**config.mk**
```make
export PLATFORM = sky130hd
export DESIGN_NAME = uart_top
export DESIGN_NICKNAME = d
export VERILOG_FILES = /design/src/rtl/uart_cfg_pkg.sv /design/src/rtl/uart_data_pkg.sv /design/src/rtl/uart_fifo.sv /design/src/rtl/uart_tx.sv /design/src/rtl/uart_rx.sv /design/src/rtl/uart_top.sv
export VERILOG_INCLUDE_DIRS = /design/src /design/src/rtl
export SDC_FILE = /design/constraint.sdc
export NUM_CORES = 1
export LEC_CHECK = 0
export BUFFER_PORTS_ARGS = -buffer_cell sky130_fd_sc_hd__buf_2
export CORE_MARGIN = 10
export CORE_UTILIZATION = 45
export DETAILED_ROUTE_END_ITERATION = 7
export PLACE_DENSITY = 0.68
export SLEW_MARGIN = 20
export SYNTH_ARGS = -nofsm -noshare
export SYNTH_HDL_FRONTEND = slang
export SYNTH_SLANG_ARGS = --single-unit
```
**constraint.sdc**
```tcl
create_clock -name clk -period 6.2 [get_ports clk]
set_input_delay 0.93 -clock clk [delete_from_list [all_inputs] [get_ports clk]]
set_output_delay 0.93 -clock clk [all_outputs]
set_load 0.02 [all_outputs]
```
**src/rtl/uart_defs.svh**
```systemverilog
// Global sizing constants for the UART sample rate, FIFO depth and word widths
`ifndef UART_DEFS_SVH
`define UART_DEFS_SVH

// Baud ticks per bit on the line
`define UART_SAMPLES 8

// FIFO address width, 16 entries
`define UART_FIFO_AW 4

// Widest data field in a frame
`define UART_DATA_W 8

// Width of the baud prescaler
`define UART_PRESC_W 16

`endif

```
**src/rtl/uart_cfg_pkg.sv**
```systemverilog
// Frame format types shared by the UART transmitter, receiver and top level
`default_nettype none

package uart_cfg_pkg;

    // Parity bit sent after the data bits
    typedef enum logic [1:0] {
        parity_none = 2'd0,     // No parity bit in the frame
        parity_odd  = 2'd1,     // Ones in data plus parity is odd
        parity_even = 2'd2      // Ones in data plus parity is even
    } parity_mode_t;

    // Number of data bits is this code plus 5, so 0 to 3 is valid
    typedef logic [2:0] data_size_t;

    typedef enum logic {
        stop_one = 1'b0,        // Single stop bit
        stop_two = 1'b1         // Two stop bits
    } stop_bits_t;

endpackage : uart_cfg_pkg

`default_nettype wire

```
**src/rtl/uart_data_pkg.sv**
```systemverilog
// Payload types carried through the UART transmit and receive FIFOs
`default_nettype none
`include "uart_defs.svh"

package uart_data_pkg;

    // One data field, LSB is the first bit on the line
    typedef logic [`UART_DATA_W-1:0] data_word_t;

    // Received word with its error status, stored per entry in the RX FIFO
    typedef struct packed {
        data_word_t data;           // Right aligned, upper bits zero
        logic       parity_error;   // Parity bit disagreed with the data
        logic       frame_error;    // A stop bit was sampled low
    } rx_word_t;

endpackage : uart_data_pkg

`default_nettype wire

```
**src/rtl/uart_fifo.sv**
```systemverilog
// Synchronous first-word fall-through FIFO for any payload type
`timescale 1ns/100ps
`default_nettype none

module uart_fifo #(
    parameter type payload_t  = logic [7:0],
    parameter int  depth_log2 = 4
) (
    input  logic     clk,
    input  logic     resetn,
    input  logic     push,
    input  payload_t push_data,
    input  logic     pop,
    output payload_t pop_data,
    output logic     empty,
    output logic     full
);

    localparam int depth = 1 << depth_log2;

    payload_t              mem [depth];
    logic [depth_log2:0]   wr_ptr;     // Extra MSB tells full from empty
    logic [depth_log2:0]   rd_ptr;
    logic                  do_push;
    logic                  do_pop;

    assign do_push = push && !full;    // Write on a full FIFO is lost
    assign do_pop  = pop && !empty;

    assign empty = (wr_ptr == rd_ptr);
    assign full  = (wr_ptr[depth_log2] != rd_ptr[depth_log2]) &&
                   (wr_ptr[depth_log2-1:0] == rd_ptr[depth_log2-1:0]);

    // Head entry is visible without a read cycle
    assign pop_data = mem[rd_ptr[depth_log2-1:0]];

    always_ff @(posedge clk or negedge resetn) begin
        if (!resetn) begin
            wr_ptr <= '0;
            rd_ptr <= '0;
        end else begin
            if (do_push) begin
                wr_ptr <= wr_ptr + 1'b1;
            end
            if (do_pop) begin
                rd_ptr <= rd_ptr + 1'b1;
            end
        end
    end

    always_ff @(posedge clk) begin
        if (do_push) begin
            mem[wr_ptr[depth_log2-1:0]] <= push_data;
        end
    end

endmodule : uart_fifo

`default_nettype wire

```
**src/rtl/uart_tx.sv**
```systemverilog
// UART serializer that sends one FIFO word as a start, data, parity and stop frame
`timescale 1ns/100ps
`default_nettype none
`include "uart_defs.svh"

module uart_tx
    import uart_cfg_pkg::*;
    import uart_data_pkg::*;
(
    input  logic         clk,
    input  logic         resetn,
    input  logic         baud_tick,
    input  data_size_t   data_size,
    input  parity_mode_t parity_mode,
    input  stop_bits_t   stop_bits,
    input  logic         fifo_empty,
    input  data_word_t   fifo_data,
    output logic         fifo_pop,
    output logic         tx
);

    localparam int tick_w = $clog2(`UART_SAMPLES);
    localparam logic [tick_w-1:0] tick_last = tick_w'(`UART_SAMPLES - 1);

    typedef enum logic [2:0] {
        st_idle,
        st_start,
        st_data,
        st_parity,
        st_stop0,
        st_stop1
    } state_t;

    state_t            state;
    logic [tick_w-1:0] tick_cnt;       // Ticks within the current bit
    logic [2:0]        bit_cnt;        // Data bit being sent
    data_word_t        shift_reg;
    logic              par_bit;
    logic [3:0]        n_bits;
    data_word_t        masked;
    logic              bit_end;
    logic              last_data;

    assign n_bits    = 4'(data_size) + 4'd5;
    assign masked    = fifo_data & ~({`UART_DATA_W{1'b1}} << n_bits); // Unused bits out of parity
    assign fifo_pop  = (state == st_idle) && !fifo_empty && baud_tick;  // Frame starts on a tick
    assign bit_end   = baud_tick && (tick_cnt == tick_last);
    assign last_data = (bit_cnt == data_size + 3'd4);

    always_ff @(posedge clk or negedge resetn) begin
        if (!resetn) begin
            state    <= st_idle;
            tick_cnt <= '0;
            bit_cnt  <= '0;
            tx       <= 1'b1;                   // Line idles high
        end else begin
            if (baud_tick && state != st_idle) begin
                tick_cnt <= tick_cnt + 1'b1;    // Wraps once per bit
            end
            case (state)
                st_idle: begin
                    if (fifo_pop) begin
                        state    <= st_start;
                        tick_cnt <= '0;
                        tx       <= 1'b0;       // Start bit
                    end
                end
                st_start: begin
                    if (bit_end) begin
                        state   <= st_data;
                        bit_cnt <= '0;
                        tx      <= shift_reg[0];
                    end
                end
                st_data: begin
                    if (bit_end) begin
                        if (!last_data) begin
                            bit_cnt <= bit_cnt + 1'b1;
                            tx      <= shift_reg[0];
                        end else if (parity_mode == parity_none) begin
                            state <= st_stop0;
                            tx    <= 1'b1;
                        end else begin
                            state <= st_parity;
                            tx    <= par_bit;
                        end
                    end
                end
                st_parity: begin
                    if (bit_end) begin
                        state <= st_stop0;
                        tx    <= 1'b1;
                    end
                end
                st_stop0: begin
                    if (bit_end) begin
                        state <= (stop_bits == stop_two) ? st_stop1 : st_idle;
                    end
                end
                st_stop1: begin
                    if (bit_end) begin
                        state <= st_idle;
                    end
                end
                default: state <= st_idle;
            endcase
        end
    end

    // Word and its parity are taken together from the FIFO head
    always_ff @(posedge clk) begin
        if (fifo_pop) begin
            shift_reg <= fifo_data;
            par_bit   <= (parity_mode == parity_odd) ? ~^masked : ^masked;
        end else if (bit_end && (state == st_start || state == st_data)) begin
            shift_reg <= shift_reg >> 1;        // Next bit into position 0
        end
    end

endmodule : uart_tx

`default_nettype wire

```
**src/rtl/uart_rx.sv**
```systemverilog
// UART deserializer that samples each bit mid-way and checks parity and stop bits
`timescale 1ns/100ps
`default_nettype none
`include "uart_defs.svh"

module uart_rx
    import uart_cfg_pkg::*;
    import uart_data_pkg::*;
(
    input  logic         clk,
    input  logic         resetn,
    input  logic         baud_tick,
    input  data_size_t   data_size,
    input  parity_mode_t parity_mode,
    input  stop_bits_t   stop_bits,
    input  logic         rx,
    output logic         word_valid,
    output rx_word_t     word
);

    localparam int tick_w = $clog2(`UART_SAMPLES);
    localparam logic [tick_w-1:0] tick_last = tick_w'(`UART_SAMPLES - 1);
    localparam logic [tick_w-1:0] tick_half = tick_w'(`UART_SAMPLES / 2 - 1);
    localparam logic [2:0]        max_code  = 3'(`UART_DATA_W - 5);

    typedef enum logic [2:0] {
        st_idle,
        st_start,
        st_data,
        st_parity,
        st_stop0,
        st_stop1
    } state_t;

    state_t            state;
    logic [tick_w-1:0] tick_cnt;
    logic [2:0]        bit_cnt;
    data_word_t        shift_reg;      // Fills from the MSB end
    data_word_t        aligned;
    logic              par_acc;        // Running XOR of received data bits
    logic              par_err;
    logic              frm_err;
    logic              sample;
    logic              last_data;

    assign sample    = baud_tick && (tick_cnt == tick_last);
    assign last_data = (bit_cnt == data_size + 3'd4);
    assign aligned   = shift_reg >> (max_code - data_size);  // Right align, zero fill

    assign word = '{data: aligned, parity_error: par_err, frame_error: frm_err};

    always_ff @(posedge clk or negedge resetn) begin
        if (!resetn) begin
            state      <= st_idle;
            tick_cnt   <= '0;
            bit_cnt    <= '0;
            par_acc    <= 1'b0;
            par_err    <= 1'b0;
            frm_err    <= 1'b0;
            word_valid <= 1'b0;
        end else begin
            word_valid <= 1'b0;
            if (baud_tick && state != st_idle) begin
                tick_cnt <= tick_cnt + 1'b1;
            end
            case (state)
                st_idle: begin
                    if (baud_tick && !rx) begin
                        state    <= st_start;
                        tick_cnt <= '0;
                        par_acc  <= 1'b0;
                        par_err  <= 1'b0;   // Flags live for one frame
                        frm_err  <= 1'b0;
                    end
                end
                st_start: begin
                    if (baud_tick && tick_cnt == tick_half) begin
                        tick_cnt <= '0;     // Later samples fall mid-bit
                        bit_cnt  <= '0;
                        state    <= rx ? st_idle : st_data;  // High here is a glitch
                    end
                end
                st_data: begin
                    if (sample) begin
                        par_acc <= par_acc ^ rx;
                        if (!last_data) begin
                            bit_cnt <= bit_cnt + 1'b1;
                        end else begin
                            state <= (parity_mode == parity_none) ? st_stop0 : st_parity;
                        end
                    end
                end
                st_parity: begin
                    if (sample) begin
                        par_err <= (par_acc ^ rx) != (parity_mode == parity_odd);
                        state   <= st_stop0;
                    end
                end
                st_stop0: begin
                    if (sample) begin
                        if (!rx) begin
                            frm_err <= 1'b1;
                        end
                        if (stop_bits == stop_two) begin
                            state <= st_stop1;
                        end else begin
                            state      <= st_idle;
                            word_valid <= 1'b1;
                        end
                    end
                end
                st_stop1: begin
                    if (sample) begin
                        if (!rx) begin
                            frm_err <= 1'b1;
                        end
                        state      <= st_idle;
                        word_valid <= 1'b1;
                    end
                end
                default: state <= st_idle;
            endcase
        end
    end

    always_ff @(posedge clk) begin
        if (state == st_data && sample) begin
            shift_reg <= {rx, shift_reg[`UART_DATA_W-1:1]};  // LSB first on the line
        end
    end

endmodule : uart_rx

`default_nettype wire

```
**src/rtl/uart_top.sv**
```systemverilog
// UART top level with baud generator, RX synchronizer, loopback and both FIFO paths
`timescale 1ns/100ps
`default_nettype none
`include "uart_defs.svh"

module uart_top
    import uart_cfg_pkg::*;
    import uart_data_pkg::*;
(
    input  logic                     clk,
    input  logic                     resetn,
    input  logic                     en,
    input  logic [`UART_PRESC_W-1:0] prescaler,
    input  data_size_t               data_size,
    input  parity_mode_t             parity_mode,
    input  stop_bits_t               stop_bits,
    input  logic                     loopback_en,
    input  logic                     wr,
    input  data_word_t               wdata,
    output logic                     tx_full,
    output logic                     tx_empty,
    input  logic                     rd,
    output data_word_t               rdata,
    output logic                     rx_parity_error,
    output logic                     rx_frame_error,
    output logic                     rx_empty,
    output logic                     rx_full,
    input  logic                     rx,
    output logic                     tx
);

    logic [`UART_PRESC_W-1:0] presc_cnt;
    logic                     baud_tick;
    logic                     rx_meta;
    logic                     rx_sync;
    logic                     rx_line;
    logic                     tx_pop;
    data_word_t               tx_head;
    logic                     rx_push;
    rx_word_t                 rx_word;
    rx_word_t                 rx_head;

    // Baud tick every prescaler+1 clocks, frozen while disabled
    assign baud_tick = en && (presc_cnt == prescaler);

    always_ff @(posedge clk or negedge resetn) begin
        if (!resetn) begin
            presc_cnt <= '0;
        end else if (en) begin
            presc_cnt <= (presc_cnt == prescaler) ? '0 : presc_cnt + 1'b1;
        end
    end

    // Two flops on the asynchronous RX pin, idle level is high
    always_ff @(posedge clk or negedge resetn) begin
        if (!resetn) begin
            rx_meta <= 1'b1;
            rx_sync <= 1'b1;
        end else begin
            rx_meta <= rx;
            rx_sync <= rx_meta;
        end
    end

    assign rx_line = loopback_en ? tx : rx_sync;    // Internal loopback

    uart_fifo #(
        .payload_t  (data_word_t),
        .depth_log2 (`UART_FIFO_AW)
    ) u_tx_fifo (
        .clk       (clk),
        .resetn    (resetn),
        .push      (wr),
        .push_data (wdata),
        .pop       (tx_pop),
        .pop_data  (tx_head),
        .empty     (tx_empty),
        .full      (tx_full)
    );

    uart_tx u_tx (
        .clk         (clk),
        .resetn      (resetn),
        .baud_tick   (baud_tick),
        .data_size   (data_size),
        .parity_mode (parity_mode),
        .stop_bits   (stop_bits),
        .fifo_empty  (tx_empty),
        .fifo_data   (tx_head),
        .fifo_pop    (tx_pop),
        .tx          (tx)
    );

    uart_rx u_rx (
        .clk         (clk),
        .resetn      (resetn),
        .baud_tick   (baud_tick),
        .data_size   (data_size),
        .parity_mode (parity_mode),
        .stop_bits   (stop_bits),
        .rx          (rx_line),
        .word_valid  (rx_push),
        .word        (rx_word)
    );

    uart_fifo #(
        .payload_t  (rx_word_t),
        .depth_log2 (`UART_FIFO_AW)
    ) u_rx_fifo (
        .clk       (clk),
        .resetn    (resetn),
        .push      (rx_push),
        .push_data (rx_word),
        .pop       (rd),
        .pop_data  (rx_head),
        .empty     (rx_empty),
        .full      (rx_full)
    );

    // Head entry split out for the host
    assign rdata           = rx_head.data;
    assign rx_parity_error = rx_head.parity_error;
    assign rx_frame_error  = rx_head.frame_error;

endmodule : uart_top

`default_nettype wire

```
After elaboration in Yosys (flattened, before gate mapping)

Memories as Yosys holds them, arrays and structs flattened.
Cells that the tools add are included.

Register bits after elaboration: 78
Memory bits (writable): 288
Input port bits: 37
Output and inout bits: 15
Word-level logic and storage cells: 189
Memories kept: 2

$add $sub $neg: 12
Eq/ne operators: 42
Shifts and indexed selects: 2
Mux-type cells: 61
Bitwise gates (word level): 3
Reductions and logical operators: 46

Memories:

| memory        | words | width | read ports | clocked after Yosys merged registers in | write ports | RTL line        | text |
|---|---|---|---|---|---|---|---|
| u_rx_fifo.mem | 16    | 10    | 1          | 0                                       | 1           | uart_fifo.sv:21 | `payload_t mem [depth];` |
| u_tx_fifo.mem | 16    | 8     | 1          | 0                                       | 1           | uart_fifo.sv:21 |  |

Operators with widths:

| cell                                                            | number |
|---|---|
| 3-bit 2-to-1 mux                                                | 27 |
| 3-bit one-hot mux with 6 select lines                           | 2 |
| 2-bit by 1-bit != test with 1-bit output, second input constant | 14 |
| 5-bit by 1-bit adder with 5-bit output, second input constant   | 4 |
| 1-bit 2-to-1 mux                                                | 20 |
| 3-bit == test, second input constant                            | 6 |
| 3-bit one-hot mux with 2 select lines                           | 3 |
| 1-bit logical AND                                               | 17 |
| 16-bit by 1-bit adder with 16-bit output, second input constant | 1 |
| 16-bit == test                                                  | 1 |
| 16-bit 2-to-1 mux                                               | 1 |
| 8-bit 2-to-1 mux                                                | 2 |
| 3-bit by 2-bit == test with 1-bit output, second input constant | 5 |
| 7-bit AND reduction                                             | 2 |
| 3-bit by 1-bit adder with 3-bit output, second input constant   | 4 |
| 4-bit AND reduction                                             | 3 |
| 2-bit nonzero test                                              | 6 |
| 5-bit == test                                                   | 2 |
| 8-bit bitwise AND                                               | 1 |
| 4-bit == test                                                   | 2 |
| 2-bit != test, second input constant                            | 4 |
| 8-bit inverter                                                  | 1 |
| 1-bit one-hot mux with 2 select lines                           | 4 |
| 8-bit XNOR reduction                                            | 1 |
| other kinds (22)                                                | 33 |

Logic depth before layout (Yosys ltp)

Gate-level depths: netlist of run 1.

Depth in word-level cells: 6
Mapped depth: 11

By module

From an unflattened synthesis of run 1, not the netlist that was laid out.

Cell total of the unflattened synthesis: 1,016
Area, all modules: 16,328.2 um^2

Modules (own cells, without submodules):

| module                | instances | cells each | area each (um^2) |
|---|---|---|---|
| uart_fifo (u_rx_fifo) | 1         | 326        | 6,784.0 |
| uart_fifo (u_tx_fifo) | 1         | 283        | 5,576.6 |
| uart_rx               | 1         | 147        | 1,442.6 |
| uart_top              | 1         | 132        | 1,265.0 |
| uart_tx               | 1         | 128        | 1,260.0 |

Least setup slack after synthesis of run 1

No wires, ideal clock.

Kind: reg2out
From: register u_rx_fifo.rd_ptr[0]
To: output port rdata[7]
Data arrival time: 2.259 ns
Required time: 5.270 ns
Setup slack: 3.011 ns
Stages on the path, launching flop included: 5
Buffers on the path: 2
Cell sequence: dfrtp_1 > clkbuf_1 > buf_1 > mux4_2 > mux4_2

Longest elaborated chain between the ends: 1

Ends and longest elaborated chain:

| element                | RTL line        | text |
|---|---|---|
| start, declared        | uart_fifo.sv:23 | `logic [depth_log2:0] rd_ptr;` |
| start signal, assigned | uart_fifo.sv:46 | `rd_ptr <= rd_ptr + 1'b1;` |
| memory 16 x 10 bit     | -               |  |
| end, declared          | uart_top.sv:23  | `output data_word_t rdata,` |

No other way between the ends.

Worst setup path in the final report of run 1

From: register u_rx_fifo.rd_ptr[0]
To: output port rdata[1]

The elaborated chain is that of the path after synthesis.

==> results.md, run 1 <==
- Worst Path Arrival: 3.18 ns
- Top FF cell, synth: edfxtp_1
- Relative slew margins: 28.7%
- Period utilization: 66.4%
- Comb power frac: 7.6%
- Iteration-0 DRC Markers: 553
- Io pins: 52
- Tmin final: 4.11 ns
- Residual DRC: 0
- Initial Utilization: 45.8%
- Sw Share: 23.2%
- Total gr overflow: 0
- Status: completed
- Pwr Total: 5590 µW
- Critical path type: register to output port
- Clock group share of total power: 40.9%
- Die width: 208 µm
- Max-Cap Viols: 0
- Area delta synth->final: 13.0%
- Worst-path maximum fanout: 24
- Mapped Area: 15900 µm²
- Seq/Total Area, Yosys: 67.4%
- Setup bufs post-CTS: 0
- Max Fclk: 243 MHz
- Largest net degree at the start of global routing: 62
- Routed vias: 8380
- Gpl congestion: 0.781
- Final Util: 51.7%
- WL/cell: 20.4 µm
- Vias in the first global route: 8552
- Flop pwr share: 51.4%
- Crit. Startpoint: u_rx_fifo.rd_ptr[0]
- Worst-skew pair later-pin latency: 0.54 ns
- Slew Limit Fails: 0
- Initial antenna violation count: 2
- Number of synthesized flops with an enable pin: 305
- RSZ-0062 raised after global routing: no
- Crit start category: register
- Dpl hpwl: 19900 µm
- Setup Skew: 0.0143 ns
- Die height: 208 µm
- Most used routing layer: met2
- Async SR Flop Fraction: 16.7%
- Worst reg2reg setup slack: 2.75 ns
- Met3 usage in global routing: 3.10%
- Area leader, netlist: edfxtp_1
- Final setup vio count: 0
- Final Non-Filler Cells: 1504
- Warnings from Yosys: 0
- CP required: 5.27 ns
- GRT Util Overall: 14.2%
- Clock tree sinks: 366
- Port Buffers: 51
- Hold Startpoint: rx_meta
- R2R Path Start: u_tx_fifo.rd_ptr[0]
- # nets final: 1075
- # resized after CTS: 0
- First-pass GRT wire length: 49400 µm
- HP Class: register to register
- Worst slew pin tran: 1.07 ns
- Router iterations before antenna repair: 5
- Synth Register Bits: 366
- P_sw: 1300 µW
- Static leakage: 0.00604 µW
- Share of cells above drive strength 1: 22.1%
- Setup TNS: 0 ns
- H-tree levels: 2
- DP Cell Count: 1430
- Final wirelength: 30700 µm
- ANT nets after route: 0
- # rows: 68
- Synth area leaders: edfxtp_1 (58%), mux4_2 (9.8%), dfrtp_1 (9.2%)
- VDD IR max: 0.297 mV
- GR met2 Demand/Resource: 23.4%
- Power Dens Cells: 312 nW/µm²
- CTS tree: yes
- CTS max path bufs: 3
- Max FFs per register: 160
- Final Hold Viols: 0
- Post-CTS Hold Buffers: 0
- Core area: 34600 µm²
- Synthesized area per cell: 16.5 µm²
- Synth Instances: 961
- Syn Nets: 1019
- Avg Vias per Cell: 5.57
- CP endpoint kind: output port
- Yosys cell types: 66
- Clk slew on worst S/H paths: 0.06 ns
- Clk Tree Root Cell: clkbuf_16
- Full die area: 43100 µm²
- CTS buffer count: 40
- GR Layer Usage met1: 18.8%
- Internal power: 4300 µW
- Post-synth top area share: 57.8%
## metrics by stage
stage	hold WS (ns)	instance area (µm²)	worst slack (ns)
3_5_place_dp	0.347	16600	2.39
4_1_cts	0.355	17900	1.98
2_1_floorplan	0.345	15900	3.01
3_3_place_gp	0.346	16600	2.57
6_report	0.355	17900	2.09
5_1_grt	0.364	17900	1.86
## worst max-delay path, stage by stage, from the launching register on
cell and delay, ns:
dfrtp_2 0.86, buf_4 0.50, mux4_2 0.57, mux4_2 0.52, buf_2 0.18
## synthesized netlist by cell type, types with 22 or more instances
cell type  number
edfxtp_1      305
mux4_2         69
dfrtp_1        58
nor2_1         56
nand2_1        53
xnor2_1        41
o21ai_0        30
inv_1          29
clkbuf_1       26
mux2i_1        24
a21oi_1        23
xor2_1         22
## kinds of logic (layout without fill, tap and decap cells)
| family | Yosys count | count (layout) | synth area share [%] |
|---|---|---|---|
| flops | 366 | 366 | 67.4 |
| xor+xnor | 64 | 64 | 3.62 |
| buf+inv | 81 | 168 | 2.19 |
| simple gates | 210 | 210 | 6.61 |
| other cells | 0 | 1 | 0 |
| compound gates | 102 | 102 | 4.33 |
| fa+ha+maj | 22 | 22 | 1.73 |
| mux | 116 | 116 | 14.1 |
## layer usage
layer | wire [µm] | up-vias
met5 | 12 | -
met2 | 15000 | 198
li1 | - | 3859
met1 | 13700 | 4278
met4 | 496 | 2
met3 | 1540 | 43
## path summary, 6_finish.rpt
check | to | cells past startpoint
max | rdata[1] | 4
min | rx_sync | 0
max reg2reg | u_tx.par_bit | 8
min reg2reg | rx_sync | 0
max in group asynchronous | u_rx_fifo.rd_ptr[1] | 2
min in group asynchronous | u_rx_fifo.rd_ptr[4] | 2
## cells in the final DEF, fill, tap and decap left out, types with 16 or more instances in the layout
cell type / count
o21ai_0: 30
nand4_1: 16
a21oi_1: 23
mux2i_1: 23
buf_2: 51
nand2_1: 53
xnor2_1: 41
nor2_1: 55
inv_1: 29
ha_1: 21
dfrtp_1: 56
xor2_1: 22
edfxtp_1: 305
clkbuf_16: 41
and2_1: 16
mux4_2: 69
## power groups by stage
stage | Combinational [µW] | Sequential [µW] | Clock (µW)
6_report | 428 | 2880 | 2290
5_1_grt | 480 | 2890 | 2450
4_1_cts | 433 | 2880 | 2340
3_5_place_dp | 431 | 2930 | 0
3_3_place_gp | 422 | 2920 | 0
2_1_floorplan | 338 | 2870 | 0
## layout make-up
| type | instances | area [µm²] |
|---|---|---|
| diodes | 1 | 2.50 |
| clock inverters | 29 | 243 |
| repair buffers | 65 | 360 |
| well taps | 455 | 569 |
| flip-flops and latches | 366 | 10700 |
| multi-input cells | 514 | 4890 |
| inverters | 30 | 113 |
| clock buffers | 44 | 1040 |
| fillers | 2744 | 16700 |
(Power assumes the default switching activity.)
==> run 2: changes to the inputs <==
--- a/config.mk
+++ b/config.mk
@@ -10,7 +10,7 @@
 export CORE_MARGIN = 10
 export CORE_UTILIZATION = 45
 export DETAILED_ROUTE_END_ITERATION = 7
-export PLACE_DENSITY = 0.68
+export PLACE_DENSITY = 0.7
 export SLEW_MARGIN = 20
 export SYNTH_ARGS = -nofsm -noshare
 export SYNTH_HDL_FRONTEND = slang
==> constraint.sdc (replaced) <==
create_clock -name clk -period 3.68 [get_ports clk]
set_input_delay 0.552 -clock clk [delete_from_list [all_inputs] [get_ports clk]]
set_output_delay 0.552 -clock clk [all_outputs]
set_load 0.02 [all_outputs]
==> results.md, run 2 (synthesis gave the netlist of run 1 again) <==
- Status: completed
- Share of cells above drive strength 1: 22.7%
- Vias in the first global route: 8652
- Worst Path Arrival: 2.58 ns
- DP Cell Count: 1452
- RSZ-0062 raised after global routing: no
- Critical path type: register to output port
- GRT Util Overall: 14.4%
- Most common cell after layout, fill and taps aside: edfxtp_1
- CP top delay family: multiplexers
- Final setup vio count: 0
- Relative slew margins: 26.9%
- Slew Limit Fails: 0
- Max-Cap Viols: 0
- CTS tree: yes
- Worst-path maximum fanout: 13
- Port Buffers: 51
- Initial Utilization: 45.8%
- Residual DRC: 0
- H-tree levels: 2
- VDD IR max: 0.497 mV
- # rows: 68
- CTS max path bufs: 3
- Worst R2R Path Depth: 7
- Final Hold Viols: 0
- Period utilization: 85.2%
- Io pins: 52
- Final Non-Filler Cells: 1521
- HP Class: input port to register
- Critical path's most frequent cell: mux4_2
- Dpl hpwl: 20900 µm
- Worst-skew pair later-pin latency: 0.53 ns
- Most frequent cells in the layout: edfxtp_1 (305), mux4_2 (69), nor2_1 (56), dfrtp_1 (56), nand2_1 (53)
- Final wirelength: 31400 µm
- First-pass GRT wire length: 50100 µm
- Avg Vias per Cell: 5.52
- Die height: 208 µm
- Routed vias: 8393
- Setup TNS: 0 ns
- # resized after CTS: 0
- Area delta synth->final: 13.5%
- Clk slew on worst S/H paths: 0.06 ns
- Critical path's largest stage delay: 0.59 ns
- Max Fclk: 319 MHz
- Worst slew pin tran: 1.09 ns
- Crit start category: register
- Hold depth: 1
- # nets final: 1096
- Worst reg2reg setup slack: 0.70 ns
- Slowest CP cell: mux4_2
- CTS buffer count: 38
- WL/cell: 20.7 µm
- Iteration-0 DRC Markers: 550
- ANT nets after route: 0
- Initial antenna violation count: 1
- Full die area: 43100 µm²
- Core area: 34600 µm²
- Gpl congestion: 0.802
- Crit path buffers/inverters: 2
- CP endpoint kind: output port
- Power Dens Cells: 520 nW/µm²
- Static leakage: 0.00614 µW
- CP required: 3.13 ns
- Largest net degree at the start of global routing: 44
- Clock tree sinks: 366
- Die width: 208 µm
- Tmin final: 3.14 ns
- CP Cell Sequence: buf_4 > mux4_2 > mux4_2 > buf_2
- Total gr overflow: 0
- Router iterations before antenna repair: 5
- Clk Tree Root Cell: clkbuf_16
- # diodes: 0
- Max FFs per register: 160
- Setup Skew: 0.0249 ns
- Crit path depth: 4
==> run 2: changes by cell type in the layout (fill, tap and decap cells not counted), moves of 2 or more <==
cell / delta
buf_4: +21
clkbuf_1: +5
nor4_2: +4
nor4_4: -4
clkbuf_16: -3
clkinv_2: -3
clkinvlp_4: -3
clkbuf_8: +2
clkinv_1: -2
clkinv_4: -2
==> run 2: cell type report <==
type                    instances  area [µm²]
clock buffers                  48        1010
clock inverters                20         215
fillers                      2742       16600
inverters                      30         113
multi-input cells             514        4840
flip-flops and latches        366       10700
well taps                     455         569
repair buffers                 88         548
==> run 2: metal layers <==
metal / vias up / track usage, % / share of wire [%]
met4: 2 / 3.41 / 1.5
met1: 4280 / 18.4 / 43
li1: 3898 / - / -
met5: - / 0 / 0.057
met2: 172 / 24.9 / 51
met3: 41 / 2.44 / 4.3
==> run 2: final timing paths <==
kind / startpoint / to
setup / recovery: u_rx_fifo.rd_ptr[0] / rdata[5]
hold / removal: rx / rx_meta
setup reg to reg: u_tx_fifo.rd_ptr[2] / u_tx.par_bit
hold reg to reg: rx_meta / rx_sync
max in group asynchronous: resetn / rx_meta
min in group asynchronous: resetn / u_rx_fifo.rd_ptr[3]
==> run 2: worst register-to-register path, cell delays in order, from the launching register on <==
cell and delay (ns):
dfrtp_1 0.85, mux4_2 0.61, mux2_2 0.29, a22oi_1 0.23
o21ai_0 0.14, mux2i_1 0.20, xnor2_1 0.17, xnor3_1 0.23
==> run 2: report_power, final <==
part	internal, µW	total, µW	switching (µW)	leakage [µW]
Combinational	296	739	444	0.00203
Clock	2230	3770	1540	0.000600
Sequential	4690	4850	159	0.00350
==> run 2: stage by stage <==
stage                     power [µW]  worst slack (ns)  utilization, %  instance area (µm²)  hold WS, ns
after global routing            9720             0.440            51.9                18000        0.135
after detailed placement        5680             0.674            48.4                16800        0.353
after global placement          5660             0.762            48.4                16800        0.348
after CTS                       9430             0.494            51.9                18000        0.133
after floorplan                 5410             0.869               -                15900        0.256
final                           9360             0.544            51.9                18000        0.144
==> run 2: repair_timing <==
action	4_1_cts	5_1_grt
hold endpoints to repair	8	0
setup buffers	0	0
hold buffers	1	0
